### src/icache_pkg.sv
package icache_pkg;

	// address layout
	localparam int ADDR_BITS   = 16;
	localparam int OFFSET_BITS = 3;
	localparam int INDEX_BITS  = 5;
	localparam int SETS        = 1 << INDEX_BITS;
	localparam int TAG_BITS    = ADDR_BITS - INDEX_BITS - OFFSET_BITS;

	localparam int BLOCK_BITS  = 64;

	// id 0 means no transaction
	localparam int MEM_ID_BITS = 4;

	typedef struct packed
	{
		logic [TAG_BITS-1:0]    tag;
		logic [INDEX_BITS-1:0]  index;
		logic [OFFSET_BITS-1:0] offset;
	} fetch_addr_t;

	typedef enum logic
	{
		MEM_NONE,
		MEM_LOAD
	} mem_cmd_t;

	typedef enum logic [1:0]
	{
		FETCH_HIT,
		FETCH_MISS,
		FETCH_PENDING,
		FETCH_STALL
	} fetch_status_t;

	// one way's answer for the addressed set
	typedef struct packed
	{
		logic                  hit;
		logic                  pending_match;
		logic                  busy;
		logic [BLOCK_BITS-1:0] data;
	} way_lookup_t;

	typedef struct packed
	{
		logic                   enable;
		logic [INDEX_BITS-1:0]  index;
		logic [TAG_BITS-1:0]    tag;
		logic [MEM_ID_BITS-1:0] id;
	} way_alloc_t;

	typedef struct packed
	{
		logic [MEM_ID_BITS-1:0] id;
		logic [BLOCK_BITS-1:0]  data;
	} mem_fill_t;

endpackage
### src/icache_resolve.sv
`timescale 1ns/1ns

module icache_resolve
(
	input  logic                              clock,
	input  logic                              reset,
	input  logic                              fetch_en,
	input  logic [icache_pkg::INDEX_BITS-1:0] index,
	input  logic [icache_pkg::ADDR_BITS-1:0]  block_addr,
	input  icache_pkg::way_lookup_t           way0,
	input  icache_pkg::way_lookup_t           way1,
	input  logic [icache_pkg::MEM_ID_BITS-1:0] mem_response,
	output icache_pkg::way_alloc_t            alloc0,
	output icache_pkg::way_alloc_t            alloc1,
	output icache_pkg::mem_cmd_t              mem_command,
	output logic [icache_pkg::ADDR_BITS-1:0]  mem_addr,
	output logic                              fetch_done,
	output icache_pkg::fetch_status_t         fetch_status,
	output logic [icache_pkg::BLOCK_BITS-1:0] fetch_data
);

	// lru bit names the victim way of each set
	logic [icache_pkg::SETS-1:0] lru;

	icache_pkg::fetch_addr_t   block_fields;
	icache_pkg::fetch_status_t status;
	icache_pkg::way_alloc_t    alloc_base;

	logic                              victim;
	logic                              victim_busy;
	logic                              any_hit;
	logic                              any_pending;
	logic                              miss;
	logic [icache_pkg::BLOCK_BITS-1:0] hit_data;

	always_comb
	begin
		block_fields = icache_pkg::fetch_addr_t'(block_addr);
	end

	always_comb
	begin
		victim      = lru[index];
		victim_busy = victim ? way1.busy : way0.busy;
		any_hit     = way0.hit || way1.hit;
		any_pending = way0.pending_match || way1.pending_match;
		hit_data    = way0.hit ? way0.data : way1.data;
	end

	// status priority: hit, pending, stall, miss
	always_comb
	begin
		if (any_hit)
		begin
			status = icache_pkg::FETCH_HIT;
		end
		else if (any_pending)
		begin
			status = icache_pkg::FETCH_PENDING;
		end
		else if (victim_busy)
		begin
			status = icache_pkg::FETCH_STALL;
		end
		else
		begin
			status = icache_pkg::FETCH_MISS;
		end
		miss = fetch_en && (status == icache_pkg::FETCH_MISS);
	end

	// memory command, same cycle as the miss decision
	always_comb
	begin
		mem_command = miss ? icache_pkg::MEM_LOAD : icache_pkg::MEM_NONE;
		mem_addr    = block_addr;
	end

	// allocation goes to the victim only
	always_comb
	begin
		alloc_base.enable = 1'b0;
		alloc_base.index  = index;
		alloc_base.tag    = block_fields.tag;
		alloc_base.id     = mem_response;

		alloc0        = alloc_base;
		alloc0.enable = miss && (victim == 1'b0);
		alloc1        = alloc_base;
		alloc1.enable = miss && (victim == 1'b1);
	end

	always_ff @(posedge clock)
	begin
		if (reset)
		begin
			lru <= '0;
		end
		else if (fetch_en)
		begin
			if (any_hit)
			begin
				// point at the way that did not hit
				lru[index] <= way0.hit;
			end
			else if (miss)
			begin
				lru[index] <= ~lru[index];
			end
		end
	end

	always_ff @(posedge clock)
	begin
		if (reset)
		begin
			fetch_done <= 1'b0;
		end
		else
		begin
			fetch_done <= fetch_en;
		end
	end

	// result payload
	always_ff @(posedge clock)
	begin
		if (fetch_en)
		begin
			fetch_status <= status;
			fetch_data   <= any_hit ? hit_data : '0;
		end
	end

endmodule

### config.mk
export PLATFORM = sky130hd
export DESIGN_NAME = icache_resolve
export DESIGN_NICKNAME = d
export VERILOG_FILES = /design/src/icache_pkg.sv /design/src/icache_resolve.sv
export SDC_FILE = /design/constraint.sdc
export NUM_CORES = 1
export LEC_CHECK = 0
export BUFFER_PORTS_ARGS = -buffer_cell sky130_fd_sc_hd__buf_2
export CORE_AREA = 2 2 109 111
export CTS_CLUSTER_DIAMETER = 60
export DETAILED_ROUTE_END_ITERATION = 8
export DIE_AREA = 0 0 111 113
export GPL_ROUTABILITY_DRIVEN = 0
export PLACE_DENSITY = 0.84
export SLEW_MARGIN = 20
export SYNTH_ARGS = -nofsm -noshare
export SYNTH_HDL_FRONTEND = slang
export SYNTH_SLANG_ARGS = --single-unit
### constraint.sdc
create_clock -name clock -period 3.7 [get_ports clock]
set_input_delay 0.37 -clock clock [delete_from_list [all_inputs] [get_ports clock]]
set_output_delay 0.37 -clock clock [all_outputs]
set_load 0.005 [all_outputs]
==> qor.yml, run 1 <==
status:
  status: "complete, no violations"
sta:
  fmax_mhz: 296
  final_hold_viol_count: 0
  fin_skew_ns: 0.00488
  relSlewSlack_pct: 50.3
  rsz0062_at_grt: "false"
  post-route-min-period_ns: 3.38
  tns_ns: 0
  final-setup-viol-count: 0
  fin_crit_sh_pct: 91.4
  tightest_slew_ns: 0.746
  slew_viol_final: 0
clock_network:
  ctsRootBufferMaster: "clkbuf_16"
  holdBufCountCts: 0
  cts_tree: "built"
  cts.sinks: 99
  clk_latency_ns: 0.34
  htreeDepth: 3
  cts_resized: 0
  cts_made_buffers: 9
  post-cts-setup-buffers: 0
  clkTransAtPathRegs_ns: 0.07
  clockBufferDepth: 2
power_and_ir_drop:
  leakage_nw: 2.52
  cellPowerDensity_nw_per_um2: 409
  vdd_drop_max_mv: 0.192
yosys:
  synthesis.area_um2: 5030
  synth-seq-cells: 99
  ys.warnings.count: 0
  synth.distinct_cells: 44
  synth_ff_type: "edfxtp_1"
  synth_edf_count: 66
  syn_inst: 415
  async_flop_share_pct: 0
  syn_nets: 577
  yosysSeqAreaShare_pct: 52.5
  syn_avg_cell_area_um2: 12.1
cells_and_area:
  layout-drive-gt1-share_pct: 45.7
  nNetsFinal: 730
  final_cell_mix: "buf_2 (221), edfxtp_1 (66), a22o_1 (64)"
  syn_to_final_growth_pct: 21.8
  design_area_um2: 6130
  mostFrequentLayoutCell: "buf_2"
critical_path:
  r2r-start: "lru[14]"
  slowest_delay_ns: 0.57
  required_ns: 3.33
  path_delay_family: "compound AO/OA/AOI/OAI gates"
  cp_common_cell: "buf_2"
  path_class: "input pin to primary output"
  path_buf_inv: 2
  worst_ep_arrival_time_ns: 3.01
  critPathCaptureType: "primary output"
  slowest_stage: "buf_2"
  r2r_cells: 9
  r2r_slack_ns: 1.07
  worstPathCellList: "buf_2 > mux2i_1 > o22ai_1 > a2111o_1 > a221oi_2 > and2_1 > nor3b_1 > or2_2 > buf_2"
  start_kind: "input pin"
  crit_fanout: 29
  r2r-end: "lru[4]"
grt:
  grt_pass1_wl_um: 20100
  grt_max_degree: 55
  grt_pass1_vias: 3770
  grt_use_total_pct: 20.5
  overflow: 0
  antenna_found_initial: 3
routing:
  drtIter0Drc: 436
  drc: 0
  num_vias: 3900
  route.detailed.wl_per_inst_um: 18.6
  drtPass1Iterations: 4
  ant_nets: 0
  vias_per_cell: 5.42
  wl_um: 13400
min_path:
  worstHoldPathCells: 2
  min_to: "fetch_data[12]"
  min-delay-start: "way1[12]"
  hp-class: "input pin to register"
floorplanning:
  dieWidth_um: 111
  dieArea_um2: 12500
  fp-row-count: 39
  fp.dieH_um: 113
  pin_count: 282
  initial_core_util_pct: 44.6
  core_area_um2: 11300
placement:
  post_dp_cell_area_um2: 5830
  dp.final_hpwl_um: 9820
  io_buffer_count: 221
job:
  cap_violations: 0
cell type report:
| cell class | count | area, um^2 |
|---|---|---|
| clock inverters | 7 | 50.0 |
| well taps | 143 | 179 |
| clock buffers | 9 | 225 |
| diodes | 3 | 7.51 |
| fillers | 971 | 5140 |
| flip-flops and latches | 99 | 2640 |
| multi-input cells | 230 | 1850 |
| repair buffers | 228 | 1170 |
Yosys cell counts, types with 4 or more instances:
| cell | instances | area [um^2] |
|---|---|---|
| nand3_1 | 4 | 20.0 |
| buf_1 | 6 | 22.5 |
| nand2_1 | 6 | 22.5 |
| buf_4 | 52 | 390 |
| mux2_2 | 5 | 56.3 |
| a22o_1 | 64 | 561 |
| nor4_2 | 5 | 62.6 |
| clkbuf_1 | 23 | 86.3 |
| mux2i_1 | 43 | 430 |
| dfxtp_1 | 33 | 661 |
| nor2_1 | 4 | 15.0 |
| nand2b_1 | 36 | 225 |
| edfxtp_1 | 66 | 1980 |
| nor3_1 | 25 | 125 |
layer usage:
| layer | wire [um] | GRT usage (%) |
|---|---|---|
| met1 | 5230 | 24.5 |
| met2 | 6930 | 35.2 |
| met3 | 885 | 4.71 |
| met4 | 325 | 10.2 |
| met5 | 0 | 0 |
logic make-up (layout without fill, tap and decap cells):
logic type / count (synthesis) / count (layout) / share of synthesized area [%]
buffers and inverters: 86 / 244 / 10.8
DFF: 99 / 99 / 52.5
AOI/OAI and AO/OA: 79 / 79 / 14.1
and+or+nand+nor: 103 / 103 / 12.9
other: 0 / 3 / 0
muxes: 48 / 48 / 9.67
worst reg2reg max path: stages (launching register included):
cell and delay, ns:
dfxtp_1 0.32, mux2i_1 0.16, o22ai_1 0.12, a2111o_1 0.43
a221oi_2 0.35, a21bo_2 0.23, a41oi_4 0.11, buf_4 0.28
nor4_1 0.33, mux2i_1 0.23
per-stage QoR:
stage	setup slack, ns	hold slack, ns	utilization (%)	power (mW)	instances
CTS	0.339	0.310	54.1	2.52	715
floorplan	1.23	0.445	-	1.50	415
global route	0.0982	0.305	54.4	2.60	719
global placement	0.418	0.456	51.7	1.64	699
detailed placement	0.335	0.467	51.7	1.65	699
finish	0.320	0.318	54.4	2.51	719
report_power, final:
group / leakage [nW] / switching (mW) / total, mW / internal [mW]
combinational: 1.47 / 0.183 / 0.352 / 0.169
clock: 0.140 / 0.416 / 0.877 / 0.461
sequential: 0.906 / 0.0195 / 1.28 / 1.26
sequential cells by signal, indices dropped and copies added (netlist names):
name and cells:
fetch_status 2, fetch_data 64, lru 32, fetch_done 1
worst max-delay path by stage:
stage	start	endpoint	slack, ns	cells after the start
2_1_floorplan	index[1]	lru[11]	1.23	10
3_3_place_gp	index[1]	lru[0]	0.42	10
3_5_place_dp	index[1]	lru[4]	0.33	10
4_1_cts	index[1]	mem_command	0.34	9
5_1_grt	index[1]	mem_command	0.1	9
6_report	index[1]	mem_command	0.32	9
No activity file was read; power rests on OpenSTA's default activity.
==> inputs of run 2 (changes only) <==
- ABC_AREA: default -> 1
- CORE_AREA: 2 2 109 111 -> default
- CORE_MARGIN: default -> 2
- CORE_UTILIZATION: default -> 49
- DIE_AREA: 0 0 111 113 -> default
- HOLD_SLACK_MARGIN: default -> 0.12
- PLACE_DENSITY: 0.84 -> 0.9
- SKIP_LAST_GASP: default -> 1
==> run 2 against run 1 <==
- clock power is 21% lower
- worst setup slack better by 0.85 ns
- cell count rose by 39%
- largest power group unchanged
- synthesized cell count grew 70%
- utilization increased by 4.0 points
- sequential share of layout area fell by 1.1 points
- combinational power is 6.5% higher
==> qor.yml, run 2 <==
floorplanning:
  core_area_um2: 10800
  fp-row-count: 38
  initial_core_util_pct: 49.9
  pin_count: 282
  fp.dieH_um: 109
  dieArea_um2: 11800
  dieWidth_um: 109
placement:
  dp.final_hpwl_um: 11600
  io_buffer_count: 221
  dp_cells: 981
grt:
  grt_pass1_vias: 4676
  antenna_found_initial: 1
  grt_use_total_pct: 26.3
  grt_pass1_wl_um: 23300
  overflow: 0
  grt_max_degree: 78
power_and_ir_drop:
  power_mw: 2.35
  cellPowerDensity_nw_per_um2: 373
  leakage_nw: 3.06
  vdd_drop_max_mv: 0.297
cells_and_area:
  regMostFlops: "fetch_data"
  num_antenna_cells: 0
  final_cell_mix: "buf_2 (221), nand2_1 (184), nor2_1 (131)"
  syn_to_final_growth_pct: 17.0
  top_regs: "fetch_data (64), lru (32), fetch_status (2)"
  nNetsFinal: 1014
  fill_cells: 978
  mostFrequentLayoutCell: "buf_2"
  multi_input_area_um2: 1950
  stdcell_count: 997
  largest_reg_flops: 64
  ff_latch_area_um2: 2640
  layout-drive-gt1-share_pct: 28.8
sta:
  slew_viol_final: 0
  final-setup-viol-count: 0
  fin_skew_ns: 0.0183
  final_hold_viol_count: 0
  fmax_mhz: 396
  tightest_slew_ns: 0.993
  post-route-min-period_ns: 2.53
  tns_ns: 0
  fin_crit_sh_pct: 68.3
  relSlewSlack_pct: 33.8
  rsz0062_at_grt: "false"
yosys:
  async_flop_share_pct: 0
  synthesis.area_um2: 5380
  syn_inst: 704
  ys.warnings.count: 0
  netlist.top_cell.by_area: "edfxtp_1"
  syn_avg_cell_area_um2: 7.64
  syn_nets: 866
  yosysMostFrequentCell: "nand2_1"
  synth_ff_type: "edfxtp_1"
  synth_top_cells_by_area: "edfxtp_1 (37%), nand2_1 (13%), dfxtp_1 (12%)"
  synth_edf_count: 66
  synth_common_cells: "nand2_1 (184), nor2_1 (131), edfxtp_1 (66)"
  synth_top_area_share_pct: 36.8
  synth-seq-cells: 99
  yosysSeqAreaShare_pct: 49.1
  synth.distinct_cells: 20
critical_path:
  start_kind: "input pin"
  r2r_cells: 13
  crit_fanout: 21
  path_class: "input pin to primary output"
  required_ns: 3.33
  r2r_slack_ns: 1.50
  r2r-end: "lru[3]"
  worst_ep_arrival_time_ns: 2.16
  critPathCaptureType: "primary output"
  r2r-start: "lru[13]"
clock_network:
  clkTransAtPathRegs_ns: 0.10
  cts_resized: 0
  post-cts-setup-buffers: 0
  cts_made_buffers: 9
  cts.sinks: 99
  cts_tree: "built"
  htreeDepth: 3
  ctsRootBufferMaster: "clkbuf_8"
  holdBufCountCts: 0
  clk_latency_ns: 0.38
  clockBufferDepth: 2
status:
  status: "complete, no violations"
job:
  cap_violations: 0
min_path:
  hp-class: "input pin to register"
  min-delay-start: "reset"
  min_to: "fetch_done"
  worstHoldPathCells: 2
routing:
  route.detailed.wl_per_inst_um: 15.7
  drc: 0
  wl_um: 15600
  vias_per_cell: 5.06
  drtIter0Drc: 454
  num_vias: 5040
  drtPass1Iterations: 5
  ant_nets: 0
==> run 2: metrics by stage <==
stage,cell area [um^2],worst slack (ns),hold WS (ns),util (%)
2_1_floorplan,5380,1.81,0.442,-
3_3_place_gp,6110,1.16,0.466,56.6
3_5_place_dp,6110,1.10,0.471,56.6
4_1_cts,6300,1.18,0.154,58.3
5_1_grt,6300,0.990,0.160,58.3
6_report,6300,1.17,0.175,58.3
==> run 2: worst max-delay path by stage <==
stage                     startpoint         end  slack, ns  cells after the start
after CTS                   index[0]  alloc1[17]       1.18                     14
after global routing        index[0]  alloc1[17]       0.99                     14
after global placement      index[0]     lru[17]       1.16                     15
after detailed placement    index[0]      lru[3]       1.10                     16
final                       index[0]  alloc1[17]       1.17                     14
after floorplan             index[0]     lru[23]       1.81                     17
==> run 2: cell families after synthesis <==
| family | count (synthesis) | synth area share, % |
|---|---|---|
| and+or+nand+nor | 366 | 27.2 |
| DFF | 99 | 49.1 |
| buffers and inverters | 141 | 14.6 |
| AOI/OAI and AO/OA | 98 | 9.11 |
==> run 2: per-layer routing <==
metal  up-vias  GRT usage (%)  part of all wire, %  routed length (um)
li1       2501              -                    -                   -
met1      2277           30.1                   38                5960
met2       216           44.9                   51                8000
met3        46           8.49                  7.6                1200
met4         0           11.3                  3.2                 494
met5         -              0                    0                   0
==> run 2: cell type report <==
class,instances,area share [%]
Sequential cell,99,42.0
Multi-Input combinational cell,464,31.0
Timing Repair Buffer,224,17.9
Inverter,54,3.26
Tap cell,140,2.78
Clock buffer,9,1.97
Clock inverter,7,1.05
==> run 2: worst max-delay path, stage by stage <==
cell and delay, ns:
buf_2 0.34, inv_4 0.17, nand2_1 0.09, nand2_1 0.06
nand2_1 0.07, nand2_1 0.07, nand2_1 0.06, nand2_1 0.06
nor2_2 0.15, nand2_1 0.11, nand2_2 0.10, nand4_4 0.11
a21oi_1 0.23, buf_2 0.16
==> run 2: power by group <==
group          switching (mW)  internal [mW]
logic                   0.225          0.150
clock network           0.427          0.262
registers              0.0191           1.26
total                   0.671           1.68
